### src/logic/mmu_params.svh
/*
 * Sv32 data MMU constants.
 *  - mstatus bit positions for MPRV, MPP, SUM and MXR
 *  - PTE permission and valid bit positions
 *  - page shift, PTE PPN shift and satp mode bit
 *  - physical address returned on a page fault
 */
`ifndef MMU_PARAMS_SVH
`define MMU_PARAMS_SVH

// mstatus fields used for data translation.
`define MSTATUS_MPP_LSB    11  // MPP is two bits wide.
`define MSTATUS_MPRV_BIT   17  // Loads/stores use MPP.
`define MSTATUS_SUM_BIT    18  // S-mode may touch U pages.
`define MSTATUS_MXR_BIT    19  // Execute-only made readable.

// PTE flag bits.
`define PTE_V_BIT          0   // Valid.
`define PTE_R_BIT          1   // Readable.
`define PTE_W_BIT          2   // Writable.
`define PTE_X_BIT          3   // Executable.
`define PTE_U_BIT          4   // User accessible.

// Address geometry.
`define SV32_PAGE_SHIFT    12  // 4 KiB pages.
`define SV32_PTE_PPN_SHIFT 10  // PPN starts above the flags.
`define SATP_MODE_BIT      31  // 1 selects Sv32.

`define FAULT_PADDR        34'h3_ffff_ffff  // All ones on a fault.

`endif

### src/logic/mmu_pkg.sv
/*
 * Shared types of the Sv32 data MMU.
 *  - priv_mode_t   privilege levels
 *  - xlate_state_t translator FSM states
 *  - walk_state_t  page walker FSM states
 */
package mmu_pkg;

  // Encodings follow the mstatus.MPP field.
  typedef enum logic [1:0] {
    PRIV_USER       = 2'd0,  // U-mode.
    PRIV_SUPERVISOR = 2'd1,  // S-mode.
    PRIV_MACHINE    = 2'd3   // M-mode, never translated.
  } priv_mode_t;

  // Translator waits in IDLE for requests and walk results.
  typedef enum logic {
    XLATE_IDLE  = 1'b0,  // Bypass or walk in flight.
    XLATE_CHECK = 1'b1   // Permission check on leaf PTE.
  } xlate_state_t;

  // One state per walk level plus a result cycle.
  typedef enum logic [1:0] {
    WALK_IDLE = 2'd0,  // Waiting for walk_valid.
    WALK_L1   = 2'd1,  // Level-1 PTE read.
    WALK_L0   = 2'd2,  // Level-0 PTE read.
    WALK_DONE = 2'd3   // walk_ready pulse.
  } walk_state_t;

endpackage

### src/logic/sv32_translate_data.sv
/*
 * Data-side Sv32 translator.
 *  - effective privilege from MPRV/MPP
 *  - machine-mode and bare-mode bypass
 *  - walk request handshake to the page walker
 *  - MXR, reserved encoding, SUM and U/R/W permission checks
 */
`timescale 1ns/10ps
`include "mmu_params.svh"

module sv32_translate_data (
  input  logic                clk,
  input  logic                resetn,
  input  logic [31:0]         address,           // Virtual address.
  input  logic                is_write,
  input  mmu_pkg::priv_mode_t privilege_mode,
  input  logic [31:0]         satp,
  input  logic [31:0]         mstatus,
  input  logic                valid,
  output logic [33:0]         physical_address,
  output logic                page_fault,
  output logic                ready,             // One-cycle pulse.
  output logic                walk_valid,
  output logic [31:0]         walk_vaddr,
  output logic [31:0]         walk_satp,
  input  logic                walk_ready,
  input  logic [31:0]         walk_pte,          // Leaf, superpage already merged.
  input  logic                walk_fault
);

  mmu_pkg::xlate_state_t state;
  mmu_pkg::xlate_state_t state_next;
  mmu_pkg::priv_mode_t   eff_priv;

  logic        start;         // First cycle of a new request.
  logic        bypass;        // No translation needed.
  logic [31:0] pte_q;         // Captured leaf PTE.
  logic        walk_fault_q;  // Captured walker fault.
  logic [31:0] pte_eff;       // PTE after MXR.
  logic        perm_fault;
  logic        fault_any;
  logic [21:0] ppn;

  // MPRV makes loads and stores run at MPP.
  always_comb begin
    if (mstatus[`MSTATUS_MPRV_BIT]) begin
      eff_priv = mmu_pkg::priv_mode_t'(mstatus[`MSTATUS_MPP_LSB +: 2]);
    end else begin
      eff_priv = privilege_mode;
    end
  end

  assign bypass = (eff_priv == mmu_pkg::PRIV_MACHINE) || !satp[`SATP_MODE_BIT];

  // A request still high during its ready pulse is not a new one.
  assign start = (state == mmu_pkg::XLATE_IDLE) && valid && !ready;

  // Held until walk_ready, requester keeps inputs stable.
  assign walk_valid = start && !bypass;
  assign walk_vaddr = address;
  assign walk_satp  = satp;

  always_comb begin
    state_next = state;
    case (state)
      mmu_pkg::XLATE_IDLE: begin
        if (walk_valid && walk_ready) begin
          state_next = mmu_pkg::XLATE_CHECK;  // Leaf PTE arrived.
        end
      end
      mmu_pkg::XLATE_CHECK: state_next = mmu_pkg::XLATE_IDLE;
      default:              state_next = mmu_pkg::XLATE_IDLE;
    endcase
  end

  // MXR lets an execute-only page be read.
  always_comb begin
    pte_eff = pte_q;
    if (mstatus[`MSTATUS_MXR_BIT] && pte_q[`PTE_X_BIT]) begin
      pte_eff[`PTE_R_BIT] = 1'b1;
    end
  end

  always_comb begin
    perm_fault = 1'b0;
    if (pte_q[`PTE_W_BIT] && !pte_q[`PTE_R_BIT]) begin
      perm_fault = 1'b1;  // Reserved W without R before MXR.
    end else if (eff_priv == mmu_pkg::PRIV_SUPERVISOR) begin
      if (pte_eff[`PTE_U_BIT] && !mstatus[`MSTATUS_SUM_BIT]) begin
        perm_fault = 1'b1;  // U page without SUM.
      end else if (is_write) begin
        perm_fault = !pte_eff[`PTE_W_BIT];
      end else begin
        perm_fault = !pte_eff[`PTE_R_BIT];
      end
    end else begin
      // User mode needs U plus the access right.
      if (is_write) begin
        perm_fault = !(pte_eff[`PTE_U_BIT] && pte_eff[`PTE_W_BIT]);
      end else begin
        perm_fault = !(pte_eff[`PTE_U_BIT] && pte_eff[`PTE_R_BIT]);
      end
    end
  end

  assign fault_any = walk_fault_q || perm_fault;
  assign ppn       = pte_q[31:`SV32_PTE_PPN_SHIFT];  // 22-bit PPN.

  // Control state.
  always_ff @(posedge clk) begin
    if (!resetn) begin
      state      <= mmu_pkg::XLATE_IDLE;
      ready      <= 1'b0;
      page_fault <= 1'b0;
    end else begin
      state      <= state_next;
      ready      <= (start && bypass) || (state == mmu_pkg::XLATE_CHECK);
      page_fault <= (state == mmu_pkg::XLATE_CHECK) && fault_any;
    end
  end

  // Payload registers.
  always_ff @(posedge clk) begin
    if (start && bypass) begin
      physical_address <= {2'b00, address};  // Zero-extended VA.
    end else if (state == mmu_pkg::XLATE_CHECK) begin
      physical_address <= fault_any ? `FAULT_PADDR
                                    : {ppn, address[`SV32_PAGE_SHIFT-1:0]};
    end
    if (walk_valid && walk_ready) begin
      pte_q        <= walk_pte;
      walk_fault_q <= walk_fault;
    end
  end

endmodule

### src/logic/sv32_page_walker.sv
/*
 * Sv32 two-level page table walker.
 *  - Wishbone classic read master, one read per level
 *  - leaf, pointer and invalid PTE decode
 *  - superpage PPN[0] merge and misalignment fault
 */
`timescale 1ns/10ps
`include "mmu_params.svh"

module sv32_page_walker (
  input  logic        clk,
  input  logic        resetn,
  input  logic        walk_valid,
  input  logic [31:0] walk_vaddr,
  input  logic [31:0] walk_satp,
  output logic        walk_ready,  // One-cycle pulse.
  output logic [31:0] walk_pte,    // Leaf PTE for a 4 KiB page.
  output logic        walk_fault,
  output logic        wb_cyc,
  output logic        wb_stb,
  output logic        wb_we,
  output logic [33:0] wb_adr,
  input  logic [31:0] wb_dat,
  input  logic        wb_ack
);

  mmu_pkg::walk_state_t state;

  logic        pte_bad;     // V clear or W without R.
  logic        pte_leaf;    // R or X set.
  logic [33:0] l1_adr;
  logic [33:0] l0_adr;
  logic [31:0] leaf_pte;
  logic        leaf_fault;

  assign pte_bad  = !wb_dat[`PTE_V_BIT] || (wb_dat[`PTE_W_BIT] && !wb_dat[`PTE_R_BIT]);
  assign pte_leaf = wb_dat[`PTE_R_BIT] || wb_dat[`PTE_X_BIT];

  // Root table from satp.PPN, indexed by VPN[1].
  assign l1_adr = ({12'h000, walk_satp[21:0]} << `SV32_PAGE_SHIFT)
                | {22'h0, walk_vaddr[31:22], 2'b00};

  // Next table from the level-1 PTE, indexed by VPN[0].
  assign l0_adr = ({12'h000, wb_dat[31:`SV32_PTE_PPN_SHIFT]} << `SV32_PAGE_SHIFT)
                | {22'h0, walk_vaddr[21:12], 2'b00};

  assign walk_ready = (state == mmu_pkg::WALK_DONE);
  assign wb_we      = 1'b0;  // Read only.

  // Result of the PTE on the bus this cycle.
  always_comb begin
    leaf_pte   = wb_dat;
    leaf_fault = pte_bad || !pte_leaf;  // Level 0 must be a leaf.
    if (state == mmu_pkg::WALK_L1) begin
      // Superpage needs PPN[0] clear.
      leaf_fault = pte_bad || (pte_leaf && (wb_dat[`SV32_PTE_PPN_SHIFT +: 10] != 10'h0));
      leaf_pte   = {wb_dat[31:20], walk_vaddr[`SV32_PAGE_SHIFT +: 10], wb_dat[9:0]};
    end
  end

  // FSM and bus strobes.
  always_ff @(posedge clk) begin
    if (!resetn) begin
      state  <= mmu_pkg::WALK_IDLE;
      wb_cyc <= 1'b0;
      wb_stb <= 1'b0;
    end else begin
      case (state)
        mmu_pkg::WALK_IDLE: begin
          if (walk_valid) begin
            wb_cyc <= 1'b1;  // Level-1 read.
            wb_stb <= 1'b1;
            state  <= mmu_pkg::WALK_L1;
          end
        end
        mmu_pkg::WALK_L1: begin
          if (wb_ack) begin
            wb_cyc <= 1'b0;
            wb_stb <= 1'b0;
            if (pte_bad || pte_leaf) begin
              state <= mmu_pkg::WALK_DONE;  // Superpage or fault.
            end else begin
              state <= mmu_pkg::WALK_L0;    // Pointer.
            end
          end
        end
        mmu_pkg::WALK_L0: begin
          if (!wb_cyc) begin
            wb_cyc <= 1'b1;  // Level-0 read after one idle cycle.
            wb_stb <= 1'b1;
          end else if (wb_ack) begin
            wb_cyc <= 1'b0;
            wb_stb <= 1'b0;
            state  <= mmu_pkg::WALK_DONE;
          end
        end
        mmu_pkg::WALK_DONE: state <= mmu_pkg::WALK_IDLE;
        default:            state <= mmu_pkg::WALK_IDLE;
      endcase
    end
  end

  // Address and result registers.
  always_ff @(posedge clk) begin
    if (state == mmu_pkg::WALK_IDLE) begin
      wb_adr <= l1_adr;
    end else if ((state == mmu_pkg::WALK_L1) && wb_ack) begin
      wb_adr <= l0_adr;
    end
    // Level-1 pointer value is overwritten by the level-0 read.
    if (wb_cyc && wb_ack) begin
      walk_pte   <= leaf_pte;
      walk_fault <= leaf_fault;
    end
  end

endmodule

### src/logic/sv32_data_mmu.sv
/*
 * Sv32 data MMU top level.
 *  - translator for the load/store unit
 *  - page walker with its Wishbone master port
 */
`timescale 1ns/10ps

module sv32_data_mmu (
  input  logic                clk,
  input  logic                resetn,
  input  logic [31:0]         address,
  input  logic                is_write,
  input  mmu_pkg::priv_mode_t privilege_mode,
  input  logic [31:0]         satp,
  input  logic [31:0]         mstatus,
  input  logic                valid,
  output logic [33:0]         physical_address,
  output logic                page_fault,
  output logic                ready,
  output logic                wb_cyc,
  output logic                wb_stb,
  output logic                wb_we,
  output logic [33:0]         wb_adr,
  input  logic [31:0]         wb_dat,
  input  logic                wb_ack
);

  logic        walk_valid;  // Translator to walker.
  logic [31:0] walk_vaddr;
  logic [31:0] walk_satp;
  logic        walk_ready;  // Walker to translator.
  logic [31:0] walk_pte;
  logic        walk_fault;

  sv32_translate_data u_translate (
    .clk              (clk),
    .resetn           (resetn),
    .address          (address),
    .is_write         (is_write),
    .privilege_mode   (privilege_mode),
    .satp             (satp),
    .mstatus          (mstatus),
    .valid            (valid),
    .physical_address (physical_address),
    .page_fault       (page_fault),
    .ready            (ready),
    .walk_valid       (walk_valid),
    .walk_vaddr       (walk_vaddr),
    .walk_satp        (walk_satp),
    .walk_ready       (walk_ready),
    .walk_pte         (walk_pte),
    .walk_fault       (walk_fault)
  );

  sv32_page_walker u_walker (
    .clk        (clk),
    .resetn     (resetn),
    .walk_valid (walk_valid),
    .walk_vaddr (walk_vaddr),
    .walk_satp  (walk_satp),
    .walk_ready (walk_ready),
    .walk_pte   (walk_pte),
    .walk_fault (walk_fault),
    .wb_cyc     (wb_cyc),
    .wb_stb     (wb_stb),
    .wb_we      (wb_we),
    .wb_adr     (wb_adr),
    .wb_dat     (wb_dat),
    .wb_ack     (wb_ack)
  );

endmodule

### config.mk
export PLATFORM = sky130hd
export DESIGN_NAME = sv32_data_mmu
export DESIGN_NICKNAME = d
export VERILOG_FILES = /design/src/logic/mmu_pkg.sv /design/src/logic/sv32_translate_data.sv /design/src/logic/sv32_page_walker.sv /design/src/logic/sv32_data_mmu.sv
export VERILOG_INCLUDE_DIRS = /design/src /design/src/logic
export SDC_FILE = /design/constraint.sdc
export NUM_CORES = 1
export LEC_CHECK = 0
export BUFFER_PORTS_ARGS = -buffer_cell sky130_fd_sc_hd__buf_2
export CORE_UTILIZATION = 46
export DETAILED_ROUTE_END_ITERATION = 8
export GPL_ROUTABILITY_DRIVEN = 0
export PLACE_DENSITY = 0.87
export SLEW_MARGIN = 10
export SYNTH_ARGS = -nofsm -noshare
export SYNTH_HDL_FRONTEND = slang
export SYNTH_SLANG_ARGS = --single-unit
### constraint.sdc
create_clock -name clk -period 2.8 [get_ports clk]
set_input_delay 0.42 -clock clk [delete_from_list [all_inputs] [get_ports clk]]
set_output_delay 0.42 -clock clk [all_outputs]
set_load 0.05 [all_outputs]
==> results of run 1 <==
[critical path, cell delays in order, from the launching register on]
cell and delay [ns]:
dfxtp_1 0.48, or3b_1 0.16, a31o_2 0.33, or4b_4 0.67, o22a_1 0.25
[placed cells by master (no fill, tap or decap), types with 3 or more instances in the layout]
cell type  count
o21ai_0        7
bufinv_16      3
o22a_1        20
clkbuf_16     16
nand2_1        3
conb_1         3
inv_1         10
buf_4          7
and2_1         3
nand2b_1      13
edfxtp_1     118
ha_1           3
nor2_1         7
mux2_2        42
clkinv_2       4
dfxtp_1        9
buf_2        163
[registers in the layout, summed over array words and instances, names as in the netlist]
name,flops
u_walker.walk_pte,26
u_translate.ready,1
u_translate.physical_address,34
u_translate.walk_fault_q,1
u_translate.page_fault,1
u_walker.wb_cyc,1
u_walker.wb_adr,32
u_translate.state,1
u_translate.pte_q,26
u_walker.wb_stb,1
u_walker.walk_fault,1
u_walker.state,2
[kinds of logic after synthesis]
logic type | after synthesis
adders and majority gates | 4
and+or+nand+nor | 45
AOI/OAI and AO/OA | 45
muxes | 42
DFF | 127
other | 1
buffers and inverters | 25
[power breakdown]
group / leakage (nW) / internal [mW] / switching [mW] / total [mW]
Sequential: 1.17 / 2.27 / 0.0419 / 2.31
Combinational: 1.11 / 0.265 / 0.686 / 0.950
Clock: 0.273 / 1.33 / 0.750 / 2.08
[synth_stat cells (2+ instances only)]
library cell / n
edfxtp_1: 118
mux2_2: 42
o22a_1: 20
nand2b_1: 14
inv_1: 10
dfxtp_1: 9
nor2_1: 7
o21ai_0: 7
clkbuf_1: 5
ha_1: 4
and2_1: 3
buf_1: 3
buf_4: 3
nand2_1: 3
a21oi_1: 2
a31oi_1: 2
a41oi_1: 2
and3_1: 2
and3b_1: 2
buf_2: 2
buf_6: 2
nor3_1: 2
nor3b_1: 2
nor4_1: 2
o221ai_1: 2
or4_1: 2
[worst max path at each step]
stage | start | endpoint | slack [ns] | cells after the start
after global routing | u_translate.state | u_translate.physical_address[20] | 0.59 | 4
after CTS | u_translate.state | u_translate.physical_address[20] | 0.63 | 4
after global placement | mstatus[17] | u_translate.physical_address[19] | 0.53 | 5
after floorplan | u_translate.ready | u_translate.physical_address[0] | 0.50 | 3
final | u_translate.state | u_translate.physical_address[20] | 0.64 | 4
after detailed placement | mstatus[17] | u_translate.physical_address[29] | 0.46 | 5
[layer usage]
metal	GRT usage	wire, um	up-vias	part of all wire
met5	0	0	-	0
met4	0.102	310	0	0.028
met1	0.218	4260	1542	0.38
li1	-	-	1488	-
met3	0.0527	641	27	0.058
met2	0.360	5880	150	0.53
[through the flow]
stage / instances / instance area (um2) / utilization / power [mW] / hold WS [ns]
after global placement: 583 / 5990 / 0.575 / 3.27 / 0.400
after detailed placement: 583 / 5990 / 0.575 / 3.30 / 0.405
after floorplan: 291 / 5010 / - / 3.03 / 0.400
after global routing: 612 / 6550 / 0.629 / 5.51 / 0.0555
after CTS: 612 / 6550 / 0.629 / 5.38 / 0.0662
final: 612 / 6550 / 0.629 / 5.34 / 0.0853
[area by class of cell]
type,count,area (um2),share of cell area
Clock inverter,12,146,0.0223
Clock buffer,17,414,0.0632
Inverter,10,37.5,0.00573
Tap cell,136,170,0.0260
Timing Repair Buffer,171,888,0.136
Multi-Input combinational cell,139,1170,0.179
Sequential cell,127,3720,0.568
==> run metrics, run 1 <==
worst-margin pin slew 0.509 ns; Hold Violations, Final 0; Reg2Reg Capture Point u_translate.physical_address[20]; IO Port Bufs 163; Critical Path Sink Type flip-flop; Worst-path clk slew 0.05 ns; total CTS buffers 17; CTS Sinks 127; Clock Tree Buf Depth 2; worst vdd ir 0.438 mV; Synth area leaders edfxtp_1, mux2_2, dfxtp_1; Adder-Cell Fraction of Synth Area 0.0100; maximum fanout along the worst path 20; Die ar. 0.0113 mm2; sequential-to-total area share from yosys stat 0.744; grt ovf 0; vias in the first global route 3212; initial antenna violation count 0; # resized after CTS 0; largest net degree at the start of global routing 34; initial DRC count 140; hold path start wb_dat[4]; Leakage 2.56 nW; Post-synth EDFFs 118; PwrDens 816 mW/mm2; largest family of logic cells by synthesized area multiplexers; Unique masters post-synth 43; Synth top area share 0.708; Reg2Reg Setup Slack 0.64 ns; Slew HR 0.658; Via Count 3207; Worst Path Required 3.06 ns; number of routed nets with antenna violations 0; area share of xor/xnor cells in the synthesized design 0; number of fillers in the final layout 756; GRT Total Usage 0.201; wire length per cell 18.1 um; Min-Delay Endpoint u_walker.walk_pte[4]; Max Cap Viol 0; Hold Path Stages 1; Hold-fix buffers, CTS 0; crit path time final 2.16 ns; worst path arrival time 2.42 ns; crit share post-route 0.771; status finished, final reports clean; layout cell share with drive strength beyond 1 0.517; Cell Rows 37; Detail Placement HPWL 7.89 mm; unrepaired setup endpoints after global routing no; dominant cell type by area after synthesis edfxtp_1; R2R depth 4; initial cell density of the core 0.481; htree depth 4; DR vias/cell 5.24; Setup-failing EPs final 0; fin nets 605; post-CTS setup buffer count 0; Max Clk Rate 463 MHz; Core Area 0.0104 mm2; Slew Limit Fails 0; setup total negative slack 0 ns; post-route DRC violation count 0; area growth from synthesis to layout 30.9%; Place WS 0.464 ns; Setup crit start kind flip-flop; # IOs 208; first-pass GRT wire length 16.4 mm; flop and latch count out of synthesis 127; skew final 0.00755 ns; cell area after synthesis 0.00501 mm2; Worst-Skew Late Latency 0.51 ns; CTS root buf clkbuf_8; synthesized area per cell 17.3 um2; YS warnings 0; Detailed Routing Iterations Pass 1 5; ant diodes 0; Setup CP Type reg2reg; share of flip-flops with an asynchronous set or reset 0; DIE WIDTH 106 um; R2R Path Start u_translate.state; post-synthesis compound-gate area fraction 0.0707; post-synthesis simple-gate area fraction 0.0557; Hold Path Class in2reg; Die Y 106 um; total wire length 11.1 mm; top_reg_cell synth edfxtp_1; CTS tree done; post-synthesis mux area share 0.0945; Post-Synthesis Cells 289; crit path setup slack, layout 0.641 ns
Power figures use the tool's default switching activity.
==> run 2: changes to the inputs <==
==> constraint.sdc (replaced) <==
create_clock -name clk -period 2.2 [get_ports clk]
set_input_delay 0.33 -clock clk [delete_from_list [all_inputs] [get_ports clk]]
set_output_delay 0.33 -clock clk [all_outputs]
set_load 0.05 [all_outputs]
==> run 2 against run 1 <==
Highest routed layer unchanged. First-iteration DRC count is 55% higher. Fmax is 8.2% higher. Sequential share of layout area is 1.5 points lower. Clock power is 29% higher. Worst hold slack worse by 0.051 ns. Critical endpoint is now u_translate.physical_address[23]. Worst setup slack worse by 0.44 ns. Register-to-register slack worse by 0.44 ns. Non-clock buffer count is 16 higher. Sequential power is 27% higher. Die area stayed put.
==> run metrics, run 2 (same netlist as run 1, synthesis figures left out) <==
status finished, final reports clean; family with the most delay on the worst path simple AND/OR/NAND/NOR gates; Reg2Reg Capture Point u_translate.physical_address[23]; post-route DRC violation count 0; setup total negative slack 0 ns; Largest stage delay, worst path 0.71 ns; htree depth 4; Largest register FFs 34; gr busiest metal met2; initial cell density of the core 0.481; PwrDens 1020 mW/mm2; Hold Violations, Final 0; maximum fanout along the worst path 20; wire length per cell 17.8 um; commonest non-fill, non-tap cell in the layout buf_2; met3 Use GR 0.0521; largest net degree at the start of global routing 33; post-route cell area 0.00673 mm2; CTS Sinks 127; crit share post-route 0.907; Hold Path Stages 1; vias in the first global route 3276; Worst-Skew Late Latency 0.50 ns; fin nets 621; GRT Total Usage 0.205; initial antenna violation count 0; Hold Path Class in2reg; most frequent cells in the layout buf_2, edfxtp_1, mux2_2, o22a_1, clkbuf_16; initial DRC count 217; Setup-failing EPs final 0; Setup crit start kind flip-flop; Max Clk Rate 501 MHz; Detail Placement HPWL 7.74 mm; Detailed Routing Iterations Pass 1 4; worst path arrival time 2.25 ns; Cell Rows 37; skew final 0.0103 ns; Die ar. 0.0113 mm2; Leakage 2.65 nW; IO Port Bufs 163; total wire length 11.2 mm; Min-Delay Endpoint u_walker.walk_pte[24]; Critical-path top delay cell or4b_4; worst vdd ir 0.571 mV; area growth from synthesis to layout 34.4%; Top Registers u_translate.physical_address: 34 flops, u_walker.wb_adr: 32 flops; # IOs 208; Critical Path Sink Type flip-flop; unrepaired setup endpoints after global routing no; Reg2Reg Setup Slack 0.20 ns; first-pass GRT wire length 16.9 mm; R2R Path Start u_translate.pte_q[2]; sum of buffers and inverters on the critical path 0; grt ovf 0; Core Area 0.0104 mm2; total CTS buffers 17; Worst Path Required 2.45 ns; total power 6.86 mW; Max Cap Viol 0; number of routed nets with antenna violations 0; Setup CP Type reg2reg; DR vias/cell 5.18; Clock Tree Buf Depth 2; hold path start wb_dat[24]; Placement Cell Area 0.00604 mm2; Worst-path clk slew 0.06 ns; ant diodes 0; Reg with most FFs u_translate.physical_address; DIE WIDTH 106 um; Die Y 106 um; M1 GR Usage 0.236; Slew Limit Fails 0; CTS root buf clkbuf_8; # resized after CTS 0; final core occ 0.646; Via Count 3266; crit path cell chain and3b_1 > o221ai_1 > or4b_4 > o22a_1; GR Layer Usage met2 0.362; layout cell share with drive strength beyond 1 0.515; R2R depth 4; crit path time final 2.00 ns; CTS tree done
-- run 2: changes by cell type in the layout (fill, tap and decap cells not counted), sizes merged --
cell / before / now
clkinv: 6 / 7
dlygate4sd3: 0 / 11
buf: 171 / 176
bufinv: 3 / 2
inv: 11 / 15
clkinvlp: 2 / 1
-- run 2: worst register-to-register path: cells and delay by family, from the launching register on --
| family | cells | cell delay (ns) |
|---|---|---|
| simple gates | 2 | 0.93 |
| flops | 1 | 0.38 |
| compound gates | 2 | 0.43 |
-- run 2: cell type report --
type / count / area (um2)
sequential: 127 / 3720
fill: 746 / 3690
multi-input combinational: 139 / 1170
timing repair buffer: 187 / 1050
clock buffer: 17 / 414
tap: 136 / 170
clock inverter: 15 / 159
inverter: 10 / 37.5
-- run 2: per-layer routing --
metal / vias up / wire length, um
li1: 1525 / -
met1: 1577 / 4340
met2: 144 / 5930
met3: 20 / 690
met4: 0 / 287
met5: - / 0
-- run 2: what timing repair did --
action	CTS	global route
hold buffers	10	1
setup endpoints to repair	0	0
endpoints found under the hold margin	10	1
buffers inserted	0	0
-- run 2: worst max path at each step --
stage | from | to | slack, ns | cells past startpoint
after floorplan | u_translate.ready | u_translate.physical_address[12] | 0.19 | 5
after global placement | mstatus[11] | u_translate.physical_address[17] | 0.14 | 5
after detailed placement | mstatus[11] | u_translate.physical_address[15] | 0.12 | 5
after CTS | u_translate.pte_q[2] | u_translate.physical_address[23] | 0.20 | 4
after global routing | u_translate.pte_q[2] | u_translate.physical_address[17] | 0.15 | 4
final | u_translate.pte_q[2] | u_translate.physical_address[23] | 0.20 | 4
-- run 2: power by group --
part           total, mW  internal (mW)  switching [mW]  leakage, nW
registers           2.94           2.89          0.0505         1.17
clock network       2.68           1.63            1.05        0.283
logic               1.25          0.366           0.880         1.20
total               6.86           4.88            1.98         2.65
-- run 2: stage by stage --
stage | worst slack [ns] | hold slack [ns] | instances
after floorplan | 0.192 | 0.400 | 291
after global placement | 0.142 | 0.400 | 588
after detailed placement | 0.124 | 0.405 | 588
after CTS | 0.198 | 0.00411 | 630
after global routing | 0.151 | 0.00491 | 631
final | 0.204 | 0.0341 | 631
==> run 3: changes to the inputs <==
--- a/config.mk
+++ b/config.mk
@@ -8,8 +8,10 @@
 export LEC_CHECK = 0
 export BUFFER_PORTS_ARGS = -buffer_cell sky130_fd_sc_hd__buf_2
 export CORE_UTILIZATION = 46
+export CTS_BUF_LIST = sky130_fd_sc_hd__clkbuf_16
 export DETAILED_ROUTE_END_ITERATION = 8
 export GPL_ROUTABILITY_DRIVEN = 0
+export MAX_ROUTING_LAYER = met4
 export PLACE_DENSITY = 0.87
 export SLEW_MARGIN = 10
 export SYNTH_ARGS = -nofsm -noshare
==> run 3 against run 2 <==
Final cell count down 1.7%. Total power increased by 0.69%. Register-to-register slack about the same. Clock power is 2% higher. Largest cell class unchanged.
==> run metrics, run 3 (same netlist as run 1, synthesis figures left out) <==
Hold-fix buffers, CTS 0; CTS Sinks 127; Detailed Routing Iterations Pass 1 4; CTS tree done; Reg with most FFs u_translate.physical_address; first-pass GRT wire length 16.5 mm; Worst Path Required 2.35 ns; status finished, final reports clean; largest net degree at the start of global routing 33; # resized after CTS 0; post-CTS setup buffer count 0; crit share post-route 0.902; R2R Path Start u_translate.pte_q[2]; unrepaired setup endpoints after global routing no; PwrDens 1040 mW/mm2; initial antenna violation count 0; Setup crit start kind flip-flop; Leakage 2.61 nW; crit path time final 1.98 ns; Core Area 0.0104 mm2; Reg2Reg Setup Slack 0.22 ns; Cell Rows 37; CTS root buf clkbuf_16; worst vdd ir 0.565 mV; skew final 0.00982 ns; Max Clk Rate 504 MHz; layout cell share with drive strength beyond 1 0.527; most frequent cells in the layout buf_2, edfxtp_1, mux2_2, o22a_1, clkbuf_16; fin nets 610; Hold Path Class in2reg; ant diodes 0; maximum fanout along the worst path 20; Slew Limit Fails 0; Largest register FFs 34; setup total negative slack 0 ns; Worst-Skew Late Latency 0.40 ns; worst path arrival time 2.14 ns; Die ar. 0.0113 mm2; hold path start wb_dat[23]; wire length per cell 17.8 um; worst hold slack 0.117 ns; commonest non-fill, non-tap cell in the layout buf_2; Setup-failing EPs final 0; initial DRC count 204; Clock Tree Buf Depth 2; total CTS buffers 17; crit path launch u_translate.pte_q[2]; vias in the first global route 3212; Top Registers u_translate.physical_address: 34 flops, u_walker.wb_adr: 32 flops; total wire length 11.0 mm; IO Port Bufs 163; # IOs 208; Die Y 106 um; grt ovf 0; Worst-path clk slew 0.06 ns; DR vias/cell 5.23; Via Count 3242; Critical Path Sink Type flip-flop; number of routed nets with antenna violations 0; initial cell density of the core 0.481; area growth from synthesis to layout 32.4%; htree depth 4; Max Cap Viol 0; Detail Placement HPWL 7.74 mm; post-route DRC violation count 0; GRT Total Usage 0.207; Setup CP Type reg2reg; DIE WIDTH 106 um; Hold Violations, Final 0
[run 3: power by group]
group | switching (mW) | internal [mW]
combinational | 0.877 | 0.353
clock | 1.06 | 1.68
sequential | 0.0510 | 2.89
[run 3: critical path: stages, from the launching register on]
cell and delay (ns):
edfxtp_1 0.38, and3b_1 0.22, o221ai_1 0.18, or4b_4 0.71, o22a_1 0.24
[run 3: path summary, 6_finish.rpt]
check	to	cells past startpoint
setup / recovery	u_translate.physical_address[17]	4
hold / removal	u_walker.walk_pte[23]	1
setup reg to reg	u_translate.physical_address[17]	4
hold reg to reg	u_translate.pte_q[29]	0
[run 3: layout make-up]
cell class | count | area [um2]
Multi-Input combinational cell | 139 | 1170
Timing Repair Buffer | 176 | 938
Clock buffer | 17 | 425
Inverter | 10 | 37.5
Tap cell | 136 | 170
Clock inverter | 15 | 159
Fill cell | 757 | 3790
Sequential cell | 127 | 3720
[run 3: stage by stage]
stage | total power [mW] | std cells | setup WS (ns) | util | cell area, um2
final | 6.91 | 620 | 0.216 | 0.636 | 6630
after global placement | 4.18 | 588 | 0.142 | 0.580 | 6040
after detailed placement | 4.22 | 588 | 0.124 | 0.580 | 6040
after global routing | 7.11 | 620 | 0.152 | 0.636 | 6630
after CTS | 6.95 | 620 | 0.198 | 0.636 | 6630
after floorplan | 3.86 | 291 | 0.192 | - | 5020
[run 3: layer usage]
layer  share of wire  global-route usage
met5               0                   -
met4           0.025              0.0893
met3           0.053              0.0527
met2            0.52               0.349
met1            0.40               0.233
